<file path="config.mk">
export PLATFORM = sky130hd
export DESIGN_NAME = adder_top
export DESIGN_NICKNAME = d
export VERILOG_FILES = /design/src/logic/adder_pkg.sv /design/src/logic/adder_top.sv /design/src/logic/result_stage.sv /design/src/logic/operand_stage.sv /design/src/logic/sparse_prefix_adder.sv /design/src/logic/prefix_pg_gen.sv
export SDC_FILE = /design/constraint.sdc
export NUM_CORES = 1
export LEC_CHECK = 0
export ABC_CLOCK_PERIOD_IN_PS = 8600
export CAP_MARGIN = 20
export CORE_UTILIZATION = 50
export CTS_CLUSTER_SIZE = 30
export DETAILED_ROUTE_END_ITERATION = 8
export DONT_BUFFER_PORTS = 1
export SLEW_MARGIN = 30
export SYNTH_ARGS = -nofsm -noshare
export SYNTH_HDL_FRONTEND = slang
export SYNTH_SLANG_ARGS = --single-unit
</file>
<file path="constraint.sdc">
create_clock -name clk -period 8.6 [get_ports clk]
set_input_delay 0.86 -clock clk [delete_from_list [all_inputs] [get_ports clk]]
set_output_delay 0.86 -clock clk [all_outputs]
set_load 0.01 [all_outputs]
</file>
<file path="src/logic/adder_pkg.sv">
`default_nettype none
// shared definitions of the 64-bit add/subtract/compare unit
// operand width and the opcode encoding used by every stage

package adder_pkg;

   // operand and result width, the prefix tree is wired for this value
   localparam int data_width = 64;

   typedef enum logic [2:0] {
      op_add  = 3'd0,  // a + b
      op_addc = 3'd1,  // a + b + carry_in
      op_sub  = 3'd2,  // a - b
      op_sltu = 3'd3,  // a < b unsigned
      op_slt  = 3'd4   // a < b signed
   } alu_op_t;

endpackage

`default_nettype wire
</file>
<file path="src/logic/adder_top.sv">
`timescale 1ns/1ps
`default_nettype none
// 64-bit add/subtract/compare unit
// two register stages around the sparse prefix adder, one request per cycle,
// fixed latency of two clock edges

module adder_top import adder_pkg::*; (
   input  logic                  clk,
   input  logic                  reset,
   input  logic                  in_valid,
   input  alu_op_t               op,
   input  logic [data_width-1:0] a,
   input  logic [data_width-1:0] b,
   input  logic                  carry_in,
   output logic                  out_valid,
   output logic [data_width-1:0] result,
   output logic                  carry,
   output logic                  overflow,
   output logic                  zero,
   output logic                  negative
);

   logic                  stage_valid;
   alu_op_t               stage_op;
   logic [data_width-1:0] opa;
   logic [data_width-1:0] opb_cond;
   logic                  cin;
   logic [data_width-1:0] sum;
   logic                  cout;

   operand_stage u_operand_stage (
      .clk         (clk),
      .reset       (reset),
      .in_valid    (in_valid),
      .op          (op),
      .a           (a),
      .b           (b),
      .carry_in    (carry_in),
      .stage_valid (stage_valid),
      .stage_op    (stage_op),
      .opa         (opa),
      .opb_cond    (opb_cond),
      .cin         (cin)
   );

   sparse_prefix_adder u_adder (
      .opa      (opa),
      .opb_cond (opb_cond),
      .cin      (cin),
      .sum      (sum),
      .cout     (cout)
   );

   result_stage u_result_stage (
      .clk         (clk),
      .reset       (reset),
      .stage_valid (stage_valid),
      .stage_op    (stage_op),
      .opa_sign    (opa[data_width-1]),
      .opb_sign    (opb_cond[data_width-1]),  // sign after inversion
      .sum         (sum),
      .cout        (cout),
      .out_valid   (out_valid),
      .result      (result),
      .carry       (carry),
      .overflow    (overflow),
      .zero        (zero),
      .negative    (negative)
   );

endmodule

`default_nettype wire

</file>
<file path="src/logic/result_stage.sv">
`timescale 1ns/1ps
`default_nettype none
// result stage of the add/compare pipeline
// derives the flags from the adder output, picks the sum or the
// compare bit and registers the response

module result_stage import adder_pkg::*; (
   input  logic                  clk,
   input  logic                  reset,
   input  logic                  stage_valid,
   input  alu_op_t               stage_op,
   input  logic                  opa_sign,
   input  logic                  opb_sign,
   input  logic [data_width-1:0] sum,
   input  logic                  cout,
   output logic                  out_valid,
   output logic [data_width-1:0] result,
   output logic                  carry,
   output logic                  overflow,
   output logic                  zero,
   output logic                  negative
);

   logic                  sum_sign;
   logic                  ovf;
   logic                  is_zero;
   logic [data_width-1:0] res_sel;

   assign sum_sign = sum[data_width-1];
   assign ovf      = (opa_sign == opb_sign) && (sum_sign != opa_sign);
   assign is_zero  = (sum == '0);

   always_comb begin
      case (stage_op)
         op_sltu: res_sel = {{(data_width-1){1'b0}}, ~cout};  // borrow means a < b
         op_slt:  res_sel = {{(data_width-1){1'b0}}, sum_sign ^ ovf};
         default: res_sel = sum;
      endcase
   end

   always_ff @(posedge clk) begin
      if (reset) begin
         out_valid <= 1'b0;
      end else begin
         out_valid <= stage_valid;
      end
   end

   always_ff @(posedge clk) begin
      if (stage_valid) begin
         result   <= res_sel;
         carry    <= cout;
         overflow <= ovf;
         zero     <= is_zero;
         negative <= sum_sign;
      end
   end

endmodule

`default_nettype wire

</file>
<file path="src/logic/operand_stage.sv">
`timescale 1ns/1ps
`default_nettype none
// operand stage of the add/compare pipeline
// registers each request and prepares the adder operands, so subtract
// and compare become a + ~b + 1

module operand_stage import adder_pkg::*; (
   input  logic                  clk,
   input  logic                  reset,
   input  logic                  in_valid,
   input  alu_op_t               op,
   input  logic [data_width-1:0] a,
   input  logic [data_width-1:0] b,
   input  logic                  carry_in,
   output logic                  stage_valid,
   output alu_op_t               stage_op,
   output logic [data_width-1:0] opa,
   output logic [data_width-1:0] opb_cond,
   output logic                  cin
);

   logic                  sub_like;
   logic [data_width-1:0] b_cond;
   logic                  cin_sel;

   assign sub_like = (op == op_sub) || (op == op_sltu) || (op == op_slt);
   assign b_cond   = sub_like ? ~b : b;

   always_comb begin
      case (op)
         op_addc: cin_sel = carry_in;
         op_sub,
         op_sltu,
         op_slt:  cin_sel = 1'b1;  // two's complement +1
         default: cin_sel = 1'b0;
      endcase
   end

   always_ff @(posedge clk) begin
      if (reset) begin
         stage_valid <= 1'b0;
      end else begin
         stage_valid <= in_valid;
      end
   end

   always_ff @(posedge clk) begin
      if (in_valid) begin
         stage_op <= op;
         opa      <= a;
         opb_cond <= b_cond;
         cin      <= cin_sel;
      end
   end

endmodule

`default_nettype wire

</file>
<file path="src/logic/sparse_prefix_adder.sv">
`timescale 1ns/1ps
`default_nettype none
// 64-bit sparse parallel-prefix adder
// radix-2 tree resolves the carry at every fourth bit only
// and the three carries in between are rebuilt locally per nibble

module sparse_prefix_adder import adder_pkg::*; (
   input  logic [data_width-1:0] opa,
   input  logic [data_width-1:0] opb_cond,
   input  logic                  cin,
   output logic [data_width-1:0] sum,
   output logic                  cout
);

   logic [data_width:0]   p;  // index 0 is the carry-in slot
   logic [data_width:0]   g;

   // groups reaching down to bit 0 carry no propagate, p[0] is zero
   logic [31:0]           gg_l1;
   logic [31:0]           gp_l1;
   logic [15:0]           gg_l2;
   logic [15:1]           gp_l2;
   logic [14:0]           gg_l3;
   logic [14:1]           gp_l3;
   logic [14:0]           gg_l4;
   logic [14:3]           gp_l4;
   logic [14:0]           gg_l5;
   logic [14:7]           gp_l5;
   logic [7:0]            gg_l6;

   logic [15:0]           sc;       // carries out of bits 3, 7 .. 63
   logic [15:0]           blk_cin;  // carry into each nibble
   logic [data_width-1:0] c;        // carry into each sum bit

   genvar i;

   prefix_pg_gen u_pg_gen (
      .opa      (opa),
      .opb_cond (opb_cond),
      .cin      (cin),
      .p        (p),
      .g        (g)
   );

   // pairs of bits
   for (i = 0; i < 32; i++) begin : g_l1
      assign gg_l1[i] = g[2*i+1] | p[2*i+1] & g[2*i];
      assign gp_l1[i] = p[2*i+1] & p[2*i];
   end

   // groups of four
   for (i = 0; i < 16; i++) begin : g_l2
      assign gg_l2[i] = gg_l1[2*i+1] | gp_l1[2*i+1] & gg_l1[2*i];
   end
   for (i = 1; i < 16; i++) begin : g_l2_p
      assign gp_l2[i] = gp_l1[2*i+1] & gp_l1[2*i];
   end

   // even entries hold octets, odd entries the nibble above each octet
   for (i = 0; i < 8; i++) begin : g_l3
      assign gg_l3[2*i] = gg_l2[2*i+1] | gp_l2[2*i+1] & gg_l2[2*i];
   end
   for (i = 1; i < 8; i++) begin : g_l3_p
      assign gp_l3[2*i] = gp_l2[2*i+1] & gp_l2[2*i];
   end
   for (i = 0; i < 7; i++) begin : g_l3_fwd
      assign gg_l3[2*i+1] = gg_l2[2*i+2];
      assign gp_l3[2*i+1] = gp_l2[2*i+2];
   end

   // spans of 12 and 16 bits
   assign gg_l4[0] = gg_l3[0];

   for (i = 0; i < 7; i++) begin : g_l4_odd
      assign gg_l4[2*i+1] = gg_l3[2*i+1] | gp_l3[2*i+1] & gg_l3[2*i];
   end
   for (i = 1; i < 7; i++) begin : g_l4_odd_p
      assign gp_l4[2*i+1] = gp_l3[2*i+1] & gp_l3[2*i];
   end
   for (i = 1; i < 8; i++) begin : g_l4_even
      assign gg_l4[2*i] = gg_l3[2*i] | gp_l3[2*i] & gg_l3[2*i-2];
   end
   for (i = 2; i < 8; i++) begin : g_l4_even_p
      assign gp_l4[2*i] = gp_l3[2*i] & gp_l3[2*i-2];
   end

   // entries 0 to 6 now reach bit 0
   assign gg_l5[2:0] = gg_l4[2:0];

   for (i = 1; i < 7; i++) begin : g_l5_odd
      assign gg_l5[2*i+1] = gg_l4[2*i+1] | gp_l4[2*i+1] & gg_l4[2*i-2];
   end
   for (i = 3; i < 7; i++) begin : g_l5_odd_p
      assign gp_l5[2*i+1] = gp_l4[2*i+1] & gp_l4[2*i-2];
   end
   for (i = 2; i < 8; i++) begin : g_l5_even
      assign gg_l5[2*i] = gg_l4[2*i] | gp_l4[2*i] & gg_l4[2*i-4];
   end
   for (i = 4; i < 8; i++) begin : g_l5_even_p
      assign gp_l5[2*i] = gp_l4[2*i] & gp_l4[2*i-4];
   end

   // upper half closes onto the lower prefixes
   for (i = 0; i < 4; i++) begin : g_l6
      assign gg_l6[2*i]   = gg_l5[2*i+7] | gp_l5[2*i+7] & gg_l5[2*i];
      assign gg_l6[2*i+1] = gg_l5[2*i+8] | gp_l5[2*i+8] & gg_l5[2*i];
   end

   assign sc[0]    = gg_l2[0];
   assign sc[7:1]  = gg_l5[6:0];
   assign sc[15:8] = gg_l6;

   assign blk_cin = {sc[14:0], 1'b0};

   // local fill of the three carries between sparse points
   for (i = 0; i < 16; i++) begin : g_fill
      assign c[4*i]   = g[4*i] | p[4*i] & blk_cin[i];
      assign c[4*i+1] = gg_l1[2*i] | gp_l1[2*i] & blk_cin[i];  // pair closes onto nibble carry
      assign c[4*i+2] = g[4*i+2] | p[4*i+2] & c[4*i+1];
      assign c[4*i+3] = sc[i];
   end

   assign sum  = p[data_width:1] ^ c;
   assign cout = g[data_width] | p[data_width] & sc[15];

endmodule

`default_nettype wire

</file>
<file path="src/logic/prefix_pg_gen.sv">
`timescale 1ns/1ps
`default_nettype none
// propagate and generate generator for the prefix adder
// bit 0 holds the carry-in as a plain generate so the tree needs no special case

module prefix_pg_gen import adder_pkg::*; (
   input  logic [data_width-1:0] opa,
   input  logic [data_width-1:0] opb_cond,
   input  logic                  cin,
   output logic [data_width:0]   p,
   output logic [data_width:0]   g
);

   assign g[0] = cin;
   assign p[0] = 1'b0;  // carry-in never propagates

   assign p[data_width:1] = opa ^ opb_cond;
   assign g[data_width:1] = opa & opb_cond;

endmodule

`default_nettype wire

</file>
==> key figures, run 1 <==
Timing
  – Final min period: 4.65 ns
  – Hold slack: 0.420 ns
  – Final setup vio count: 0
  – Worst-Margin Slew: 0.890 ns
  – Fmax: 215 MHz
  – Post-route worst setup slack: 3.95 ns
  – Relative slew slack: 40.7%
  – Worst clock skew: 0.0208 ns
  – Final hold violations: 0
  – Crit share post-route: 54.0%
  – RSZ-0062 raised after global routing: no
  – Fin. max-slew vios: 0
  – Fin Setup TNS: 0 ns

Floorplanning
  – IO Count: 204
  – Area of the die: 20700 µm²
  – Starting Density: 51.4%
  – Core area: 19600 µm²
  – Die width: 144 µm
  – Row Count: 51
  – Die height: 144 µm

Final layout
  – Design area: 11200 µm²
  – Layout cells sized above 1: 7.70%
  – Multi-input logic area: 3780 µm²
  – Register area: 6050 µm²
  – Area grow syn2layout: 11.4%
  – Fill cells: 1564
  – Nets: 968

Route
  – First DRT Iteration DRCs: 332
  – Final WL: 21.6 mm
  – Wire per inst: 21.2 µm
  – Antenna violation net count after detailed routing: 0
  – # DRC: 0
  – DRT Pass-1 Iters: 7
  – Via count: 5541
  – Vias per cell: 5.43

Flow run
  – Max-cap viol count: 0

CTS
  – Clock sinks: 202
  – Worst skew pair latency: 0.51 ns
  – Post-CTS Setup Bufs: 0
  – Cts bufs inserted: 23
  – Clock transition at path regs: 0.06 ns
  – CTS root buf: clkbuf_16
  – CTS tree: done
  – CTS Buffer Depth: 3
  – CTS hold repair buffers: 0
  – Htree depth: 1
  – Post-CTS sizing: 0

Critical path
  – Crit path required time: 8.93 ns
  – Worst setup startpoint: u_operand_stage.opa[0]$_DFFE_PP_
  – Worst path slowest cell: fa_1
  – Worst setup path endpoint: u_result_stage.zero$_DFFE_PP_
  – Register-to-Register Path Depth: 16
  – Crit start category: register
  – CP Class: register to register
  – Crit-path cells: inv_1 > fa_1 > nand2b_1 > a21oi_2 > o211a_1 > nor3_2 > o311a_4 > o21ba_4 > nor3_1 > nor2_1 > fa_1 > inv_1 > or4_1 > nor4_1 > nand4_1 > nor4_1
  – Critical Path Sink Type: register
  – Reg-to-reg startpoint: u_operand_stage.opa[0]$_DFFE_PP_
  – Critical Path Max Stage Delay: 0.58 ns
  – WP data arrival: 4.98 ns
  – Worst-path fanout max: 5
  – Reg2Reg Capture Point: u_result_stage.zero$_DFFE_PP_
  – R2r setup slk: 3.95 ns

Synthesis
  – Seq cells post-synth: 202
  – Count of cell types in the netlist: 53
  – Cells after Synth: 723
  – Post-synth EDFFs: 200
  – Synthesized area: 10100 µm²
  – Ys flop type: edfxtp_1
  – Sequential area share after synthesis: 60.1%
  – Commonest cells post-synth: 200 x edfxtp_1, 76 x xnor2_1, 70 x nor2_1
  – Ys Warns: 0
  – Share of the synthesized area in the top cell type: 59.7%
  – Post-synth net total: 954
  – Syn_area_per_cell: 13.9 µm²
  – Yosys top cell by area: edfxtp_1
  – Synth area leaders: edfxtp_1 60%, ha_1 7.8%, xnor2_1 6.6%
  – Ys async rst share: 0%
  – Most frequent cell after synthesis: edfxtp_1

GRT
  – GRT Residual Overflow: 0
  – Largest net degree at the start of global routing: 134
  – Total global-route track usage: 21.0%
  – Number of global-route vias before repair: 5704
  – Initial antenna violation count: 3
  – First-pass GRT wire length: 31.9 mm

Placed design
  – Post-DP HPWL: 16.6 mm
  – Placed inst area: 10400 µm²
  – Final Wtd Congestion: 0.862
  – Pre-CTS setup slack: 4.04 ns
  – I/O Buffers: 0

Pwr
  – Power per cell area: 266 nW/µm²
  – IR drop worst, VDD: 0.165 mV
  – Leak: 0.00413 µW

Hold path
  – Hold Path Class: input pin to register
  – Hold Crit Start: reset
  – WHS Path Cells: 1

Outcome
  – Outcome: completed
stage by stage:
step / instances / power, µW / util (%)
after floorplan: 723 / 1750 / -
after global placement: 976 / 1950 / 53.0
after detailed placement: 977 / 1970 / 53.0
after CTS: 1018 / 3010 / 57.2
after global routing: 1018 / 3110 / 57.2
final: 1021 / 2980 / 57.2
critical path, delay by kind of cell (launching register included):
| family | cells | cell delay, ns |
|---|---|---|
| buffers and inverters | 2 | 0.12 |
| AO/OA/AOI/OAI | 4 | 1.01 |
| flip-flops | 1 | 0.32 |
| AND/OR/NAND/NOR | 8 | 2.00 |
| adder cells (fa/ha/maj) | 2 | 1.03 |
flip-flops by register name, summed over array words and instances, names as in the netlist:
| register | cells |
|---|---|
| u_operand_stage.cin | 1 |
| u_operand_stage.opa | 64 |
| u_operand_stage.opb_cond | 64 |
| u_operand_stage.stage_op | 3 |
| u_operand_stage.stage_valid | 1 |
| u_result_stage.carry | 1 |
| u_result_stage.negative | 1 |
| u_result_stage.out_valid | 1 |
| u_result_stage.overflow | 1 |
| u_result_stage.result | 64 |
| u_result_stage.zero | 1 |
area by class of cell:
class,count,area share [%]
Antenna cell,3,0.0670
Clock buffer,30,5.55
Clock inverter,11,1.70
Inverter,53,1.77
Multi-Input combinational cell,454,33.7
Sequential cell,202,54.0
Tap cell,265,2.96
Timing Repair Buffer,3,0.268
cell families after synthesis:
group           after synthesis  synth area share, %
compound gates               95                 6.28
simple gates                166                 8.21
mux                           1               0.0995
flops                       202                 60.1
xor+xnor                     96                 8.36
fa+ha+maj                    96                 14.4
buf+inv                      67                 2.57
worst min path at each step:
stage / endpoint
2_1_floorplan: u_result_stage.overflow$_DFFE_PP_
3_3_place_gp: u_result_stage.overflow$_DFFE_PP_
3_5_place_dp: u_result_stage.overflow$_DFFE_PP_
4_1_cts: u_operand_stage.stage_valid$_SDFF_PP0_
5_1_grt: u_result_stage.out_valid$_SDFF_PP0_
6_report: u_operand_stage.stage_valid$_SDFF_PP0_
layout by cell type, fill, tap and decap left out, types with 22 or more instances in the layout:
| master | synthesis | layout |
|---|---|---|
| fa_1 | 33 | 33 |
| inv_1 | 53 | 53 |
| edfxtp_1 | 200 | 200 |
| a21oi_1 | 36 | 36 |
| nand2_1 | 24 | 24 |
| nor2_1 | 70 | 70 |
| nand4_1 | 22 | 22 |
| xnor2_1 | 76 | 76 |
| clkbuf_16 | 0 | 23 |
| ha_1 | 63 | 63 |
where the power goes:
group | leakage, µW | switching, µW | internal (µW)
Combinational | 0.00181 | 348 | 249
Clock | 0.000395 | 381 | 660
Sequential | 0.00192 | 96.0 | 1250
Total | 0.00413 | 824 | 2160
per-layer routing:
layer	track usage, %	up-vias	wire length, µm
met3	5.46	41	1510
met1	27.1	2674	9360
met4	5.99	0	577
met5	0	-	0
met2	34.7	198	10200
li1	-	2628	-
No activity file was read; power rests on OpenSTA's default activity.
==> run 2: changes to the inputs <==
--- a/config.mk
+++ b/config.mk
@@ -5,7 +5,7 @@
 export SDC_FILE = /design/constraint.sdc
 export NUM_CORES = 1
 export LEC_CHECK = 0
-export ABC_CLOCK_PERIOD_IN_PS = 8600
+export ABC_CLOCK_PERIOD_IN_PS = 4800
 export CAP_MARGIN = 20
 export CORE_UTILIZATION = 50
 export CTS_CLUSTER_SIZE = 30
==> constraint.sdc (replaced) <==
create_clock -name clk -period 4.8 [get_ports clk]
set_input_delay 0.48 -clock clk [delete_from_list [all_inputs] [get_ports clk]]
set_output_delay 0.48 -clock clk [all_outputs]
set_load 0.01 [all_outputs]
==> key figures, run 2 (synthesis results as in run 1) <==
GRT
  – GRT Residual Overflow: 0 (unchanged)
  – Total global-route track usage: 21.0% (about the same)
  – Initial antenna violation count: 3 (unchanged)
  – Number of global-route vias before repair: 5601 (-1.8%)
  – First-pass GRT wire length: 31.7 mm (-0.76%)
  – Largest net degree at the start of global routing: 134 (unchanged)

Final layout
  – Post-route insts no fill: 1019 (-0.20%)
  – Biggest regs: u_operand_stage.opa x64, u_operand_stage.opb_cond x64, u_result_stage.result x64
  – Leading cell type in the layout, fill and taps excluded: edfxtp_1
  – Area grow syn2layout: 11.0%
  – Nets: 967 (-0.10%)
  – Most frequent cells in the layout: 200 x edfxtp_1, 76 x xnor2_1, 70 x nor2_1
  – Layout cells sized above 1: 7.72% (+0.021 points)

Flow run
  – Max-cap viol count: 0 (unchanged)

CTS
  – CTS Buffer Depth: 3 (unchanged)
  – Post-CTS Setup Bufs: 0 (unchanged)
  – CTS root buf: clkbuf_16
  – Clock transition at path regs: 0.06 ns (about the same)
  – Clock sinks: 202 (unchanged)
  – Htree depth: 1 (unchanged)
  – Worst skew pair latency: 0.50 ns (about the same)
  – CTS tree: done
  – Cts bufs inserted: 22 (-4.3%)

Critical path
  – Critical Path Sink Type: register
  – Worst-path fanout max: 5 (unchanged)
  – WP data arrival: 4.74 ns (-0.24 ns)
  – Crit path required time: 5.13 ns (-3.80 ns)
  – CP Class: register to register
  – R2r setup slk: 0.39 ns (-3.56 ns)
  – Crit start category: register

Timing
  – RSZ-0062 raised after global routing: no
  – Crit share post-route: 91.9% (+38 points)
  – Relative slew slack: 39.9% (-0.75 points)
  – Fmax: 227 MHz (+5.4%)
  – Fin Setup TNS: 0 ns (unchanged)
  – Final min period: 4.41 ns (-0.236 ns)
  – Final hold violations: 0 (unchanged)
  – Fin. max-slew vios: 0 (unchanged)
  – Worst-Margin Slew: 0.901 ns (+0.0113 ns)
  – Final setup vio count: 0 (unchanged)
  – Worst clock skew: 0.0120 ns (-0.00881 ns)

Floorplanning
  – IO Count: 204 (unchanged)
  – Die width: 144 µm (unchanged)
  – Core area: 19600 µm² (unchanged)
  – Area of the die: 20700 µm² (unchanged)
  – Die height: 144 µm (unchanged)
  – Starting Density: 51.4% (unchanged)
  – Row Count: 51 (unchanged)

Pwr
  – Leak: 0.00410 µW (-0.64%)
  – IR drop worst, VDD: 0.312 mV (+89%)
  – Power per cell area: 466 nW/µm² (+75%)

Route
  – Vias per cell: 5.46 (+0.63%)
  – Antenna violation net count after detailed routing: 0 (unchanged)
  – Final WL: 21.6 mm (about the same)
  – DRT Pass-1 Iters: 5 (-2)
  – First DRT Iteration DRCs: 302 (-9.0%)
  – Wire per inst: 21.2 µm (+0.19%)
  – # DRC: 0 (unchanged)
  – Via count: 5565 (+0.43%)

Hold path
  – Hold Path Class: input pin to register

Placed design
  – Post-DP HPWL: 16.4 mm (-0.82%)
  – Placed cells: 977 (unchanged)
  – I/O Buffers: 0 (unchanged)
  – Final Wtd Congestion: 0.868 (+0.72%)

Outcome
  – Outcome: completed
-- run 2: changes by cell type in the layout (fill, tap and decap cells not counted), sizes merged --
| cell | delta |
|---|---|
| bufinv | -2 |
| clkbuf | -2 |
| clkinv | +2 |
| clkinvlp | +1 |
| inv | -1 |
-- run 2: worst max-delay path, cell delays in order, from the launching register on --
cell and delay (ns):
edfxtp_1 0.33, inv_1 0.06, fa_1 0.45, nand2b_1 0.20, a21oi_2 0.17, o211a_1 0.19
nor3_2 0.08, o311a_4 0.42, o21ba_4 0.24, nor3_2 0.22, nor2_1 0.09, fa_1 0.56
inv_1 0.07, or4_1 0.54, nor4_2 0.33, nand4_1 0.13, nor4_1 0.17
-- run 2: what timing repair did --
item	in CTS	in global routing
endpoints found under the hold margin	0	0
hold buffers	0	0
resized for setup	0	2
endpoints found under the setup margin	0	1
-- run 2: final timing paths --
check | start | to | cells after the start
worst min register to register | u_operand_stage.opa[63]$_DFFE_PP_ | u_result_stage.overflow$_DFFE_PP_ | 2
worst min-delay path | reset | u_operand_stage.stage_valid$_SDFF_PP0_ | 1
worst max register to register | u_operand_stage.opa[0]$_DFFE_PP_ | u_result_stage.zero$_DFFE_PP_ | 16
worst max-delay path | u_operand_stage.opa[0]$_DFFE_PP_ | u_result_stage.zero$_DFFE_PP_ | 16
-- run 2: power by group --
group,switching [µW],internal (µW)
sequential,173,2240
clock,658,1060
combinational,629,449
-- run 2: per-layer routing --
metal / share of wire, % / GRT usage, %
met1: 43 / 27.2
met2: 47 / 34.2
met3: 7.2 / 5.80
met4: 2.4 / 6.44
met5: 0 / 0
-- run 2: per-stage QoR --
step / util, % / area, µm² / hold slack, ns / setup WS [ns] / power (µW)
2_1_floorplan: - / 10100 / 0.552 / 0.864 / 3140
3_3_place_gp: 53.0 / 10400 / 0.546 / 0.294 / 3500
3_5_place_dp: 53.1 / 10400 / 0.545 / 0.190 / 3530
4_1_cts: 56.9 / 11200 / 0.0209 / 0.180 / 5260
5_1_grt: 57.0 / 11200 / 0.0272 / 0.160 / 5450
6_report: 57.0 / 11200 / 0.0369 / 0.390 / 5210
-- run 2: final cells by class --
type                       count  area [µm²]
inverter                      53         199
antenna                        3        7.51
multi-input combinational    454        3790
clock inverter                11         133
timing repair buffer           3        42.5
tap                          265         332
clock buffer                  28         614
fill                        1578        8420
sequential                   202        6050
==> run 3: changes to the inputs <==
--- a/config.mk
+++ b/config.mk
@@ -7,6 +7,7 @@
 export LEC_CHECK = 0
 export ABC_CLOCK_PERIOD_IN_PS = 4800
 export CAP_MARGIN = 20
+export CORE_MARGIN = 4
 export CORE_UTILIZATION = 50
 export CTS_CLUSTER_SIZE = 30
 export DETAILED_ROUTE_END_ITERATION = 8
@@ -14,4 +15,5 @@
 export SLEW_MARGIN = 30
 export SYNTH_ARGS = -nofsm -noshare
 export SYNTH_HDL_FRONTEND = slang
+export SYNTH_HIERARCHICAL = 1
 export SYNTH_SLANG_ARGS = --single-unit
==> key figures, run 3 <==
CTS
  – CTS Buffer Depth: 3 (unchanged)
  – Clock sinks: 202 (unchanged)
  – CTS root buf: clkbuf_16
  – Cts bufs inserted: 23 (+4.5%)
  – Htree depth: 1 (unchanged)
  – CTS tree: done
  – CTS hold repair buffers: 0 (unchanged)
  – Post-CTS sizing: 0 (unchanged)
  – Clock transition at path regs: 0.06 ns (about the same)
  – Post-CTS Setup Bufs: 0 (unchanged)
  – Worst skew pair latency: 0.49 ns (about the same)

Timing
  – Final setup vio count: 0 (unchanged)
  – Fin Setup TNS: 0 ns (unchanged)
  – Relative slew slack: 38.7% (-1.2 points)
  – Fin. max-slew vios: 0 (unchanged)
  – Worst-Margin Slew: 0.920 ns (+0.0184 ns)
  – Fmax: 244 MHz (+7.6%)
  – Crit share post-route: 85.4% (-6.5 points)
  – Hold slack: 0.0435 ns (+0.00658 ns)
  – Worst clock skew: 0.00885 ns (-0.00312 ns)
  – Final hold violations: 0 (unchanged)
  – Final min period: 4.10 ns (-0.312 ns)
  – RSZ-0062 raised after global routing: no

Route
  – First DRT Iteration DRCs: 243 (-20%)
  – Vias per cell: 5.42 (-0.83%)
  – Final WL: 20.7 mm (-4.6%)
  – Antenna violation net count after detailed routing: 0 (unchanged)
  – Via count: 5340 (-4.0%)
  – # DRC: 0 (unchanged)
  – DRT Pass-1 Iters: 4 (-1)
  – Wire per inst: 20.9 µm (-1.4%)

Critical path
  – Critical Path Sink Type: register
  – Worst-path fanout max: 5 (unchanged)
  – Worst path slowest cell: a221oi_1
  – Critical Path Max Stage Delay: 0.59 ns (+0.03 ns)
  – WP data arrival: 4.42 ns (-0.32 ns)
  – Top delay family on crit path: compound AO/OA/AOI/OAI gates
  – Crit start category: register
  – Crit-path cells: ha_1 > a21oi_2 > o21ai_1 > a221oi_1 > o221ai_2 > a31oi_4 > inv_2 > a31oi_1 > inv_1 > a31o_2 > ha_1 > nor2_1 > xnor2_1 > nor4_1 > nand4_1 > nor4_1
  – Buffers & Inverters on Critical Path: 2 (unchanged)
  – Crit path required time: 5.12 ns (about the same)
  – Reg-to-reg startpoint: u_operand_stage/opa[16]$_DFFE_PP_
  – Worst setup startpoint: u_operand_stage/opa[16]$_DFFE_PP_
  – CP Class: register to register

GRT
  – Initial antenna violation count: 0 (-3)
  – GRT Residual Overflow: 0 (unchanged)
  – First-pass GRT wire length: 31.7 mm (-0.11%)
  – Total global-route track usage: 18.5% (-2.4 points)
  – Largest net degree at the start of global routing: 134 (unchanged)
  – Number of global-route vias before repair: 5684 (+1.5%)
  – Grt peak-use layer: met2
  – Met1 Track Usage GR: 23.9% (-3.4 points)
  – Grt met2 use: 30.1% (-4.0 points)
  – M3 GR Usage: 6.11% (+0.31 points)

Final layout
  – Leading cell type in the layout, fill and taps excluded: edfxtp_1
  – Biggest regs: u_operand_stage/opa x64, u_operand_stage/opb_cond x64, u_result_stage/result x64
  – Fill cells: 1609 (+2.0%)
  – Layout cells sized above 1: 13.2% (+5.5 points)
  – Most frequent cells in the layout: 200 x edfxtp_1, 97 x ha_1, 95 x xnor2_1
  – Nets: 937 (-3.1%)
  – Design area: 10900 µm² (-2.5%)
  – Antenna cells: 0 (-3)
  – Multi-input logic area: 3740 µm² (-1.3%)
  – Register area: 6050 µm² (unchanged)
  – Area grow syn2layout: 9.34%

Floorplanning
  – Die width: 149 µm (+3.7%)
  – Row Count: 51 (unchanged)
  – Core area: 19500 µm² (-0.33%)
  – Area of the die: 22200 µm² (+7.5%)
  – IO Count: 204 (unchanged)
  – Starting Density: 51.0% (-0.34 points)
  – Die height: 149 µm (+3.7%)

Outcome
  – Outcome: completed

Pwr
  – Leak: 0.00400 µW (-2.6%)
  – IR drop worst, VDD: 0.281 mV (-10%)
  – Total power: 5050 µW (-3.1%)
  – Power per cell area: 463 nW/µm² (-0.68%)

Placed design
  – Placed inst area: 10200 µm² (-1.8%)
  – Post-DP HPWL: 15.7 mm (-4.6%)
  – I/O Buffers: 0 (unchanged)
  – Final Wtd Congestion: 0.888 (+2.2%)

Hold path
  – Hold Crit Start: reset
  – Hold Path Class: input pin to register

Synthesis
  – Post-synth net total: 923 (-3.2%)
  – Synthesized area: 9960 µm² (-0.99%)
  – Syn_area_per_cell: 14.4 µm² (+3.6%)
  – Cells after Synth: 691 (-4.4%)
  – Ys Warns: 6 (+6)

Flow run
  – Max-cap viol count: 0 (unchanged)
## run 3: routing by layer
| metal | routed length, µm | vias up | part of all wire [%] |
|---|---|---|---|
| met2 | 9690 | 183 | 47 |
| met5 | 0 | - | 0 |
| li1 | - | 2605 | - |
| met1 | 8610 | 2514 | 42 |
| met3 | 1780 | 38 | 8.6 |
| met4 | 576 | 0 | 2.8 |
## run 3: final timing paths
path                            slack, ns  depth (start not counted)                                     end
worst min register to register       0.72                          1      u_result_stage/result[0]$_DFFE_PP_
worst max-delay path                 0.70                         16           u_result_stage/zero$_DFFE_PP_
worst max register to register       0.70                         16           u_result_stage/zero$_DFFE_PP_
worst min-delay path                 0.04                          1  u_operand_stage/stage_valid$_SDFF_PP0_
## run 3: cell type report
type / instances / share of cell area, %
Sequential cell: 202 / 55.5
Tap cell: 265 / 3.04
Clock buffer: 35 / 5.97
Multi-Input combinational cell: 462 / 34.4
Inverter: 13 / 0.448
Clock inverter: 6 / 0.241
Timing Repair Buffer: 3 / 0.391
## run 3: report_power, final
group          total [µW]  internal (µW)  switching [µW]
logic                1100            510             588
registers            2380           2240             147
clock network        1570            927             639
total                5050           3670            1370
## run 3: per-stage QoR
stage                     std cells  util [%]  worst slack, ns
after floorplan                 691         -             1.41
after global placement          944      52.2            0.631
after detailed placement        945      52.3            0.561
after CTS                       986      55.8            0.526
after global routing            986      55.8            0.225
final                           986      55.8            0.702
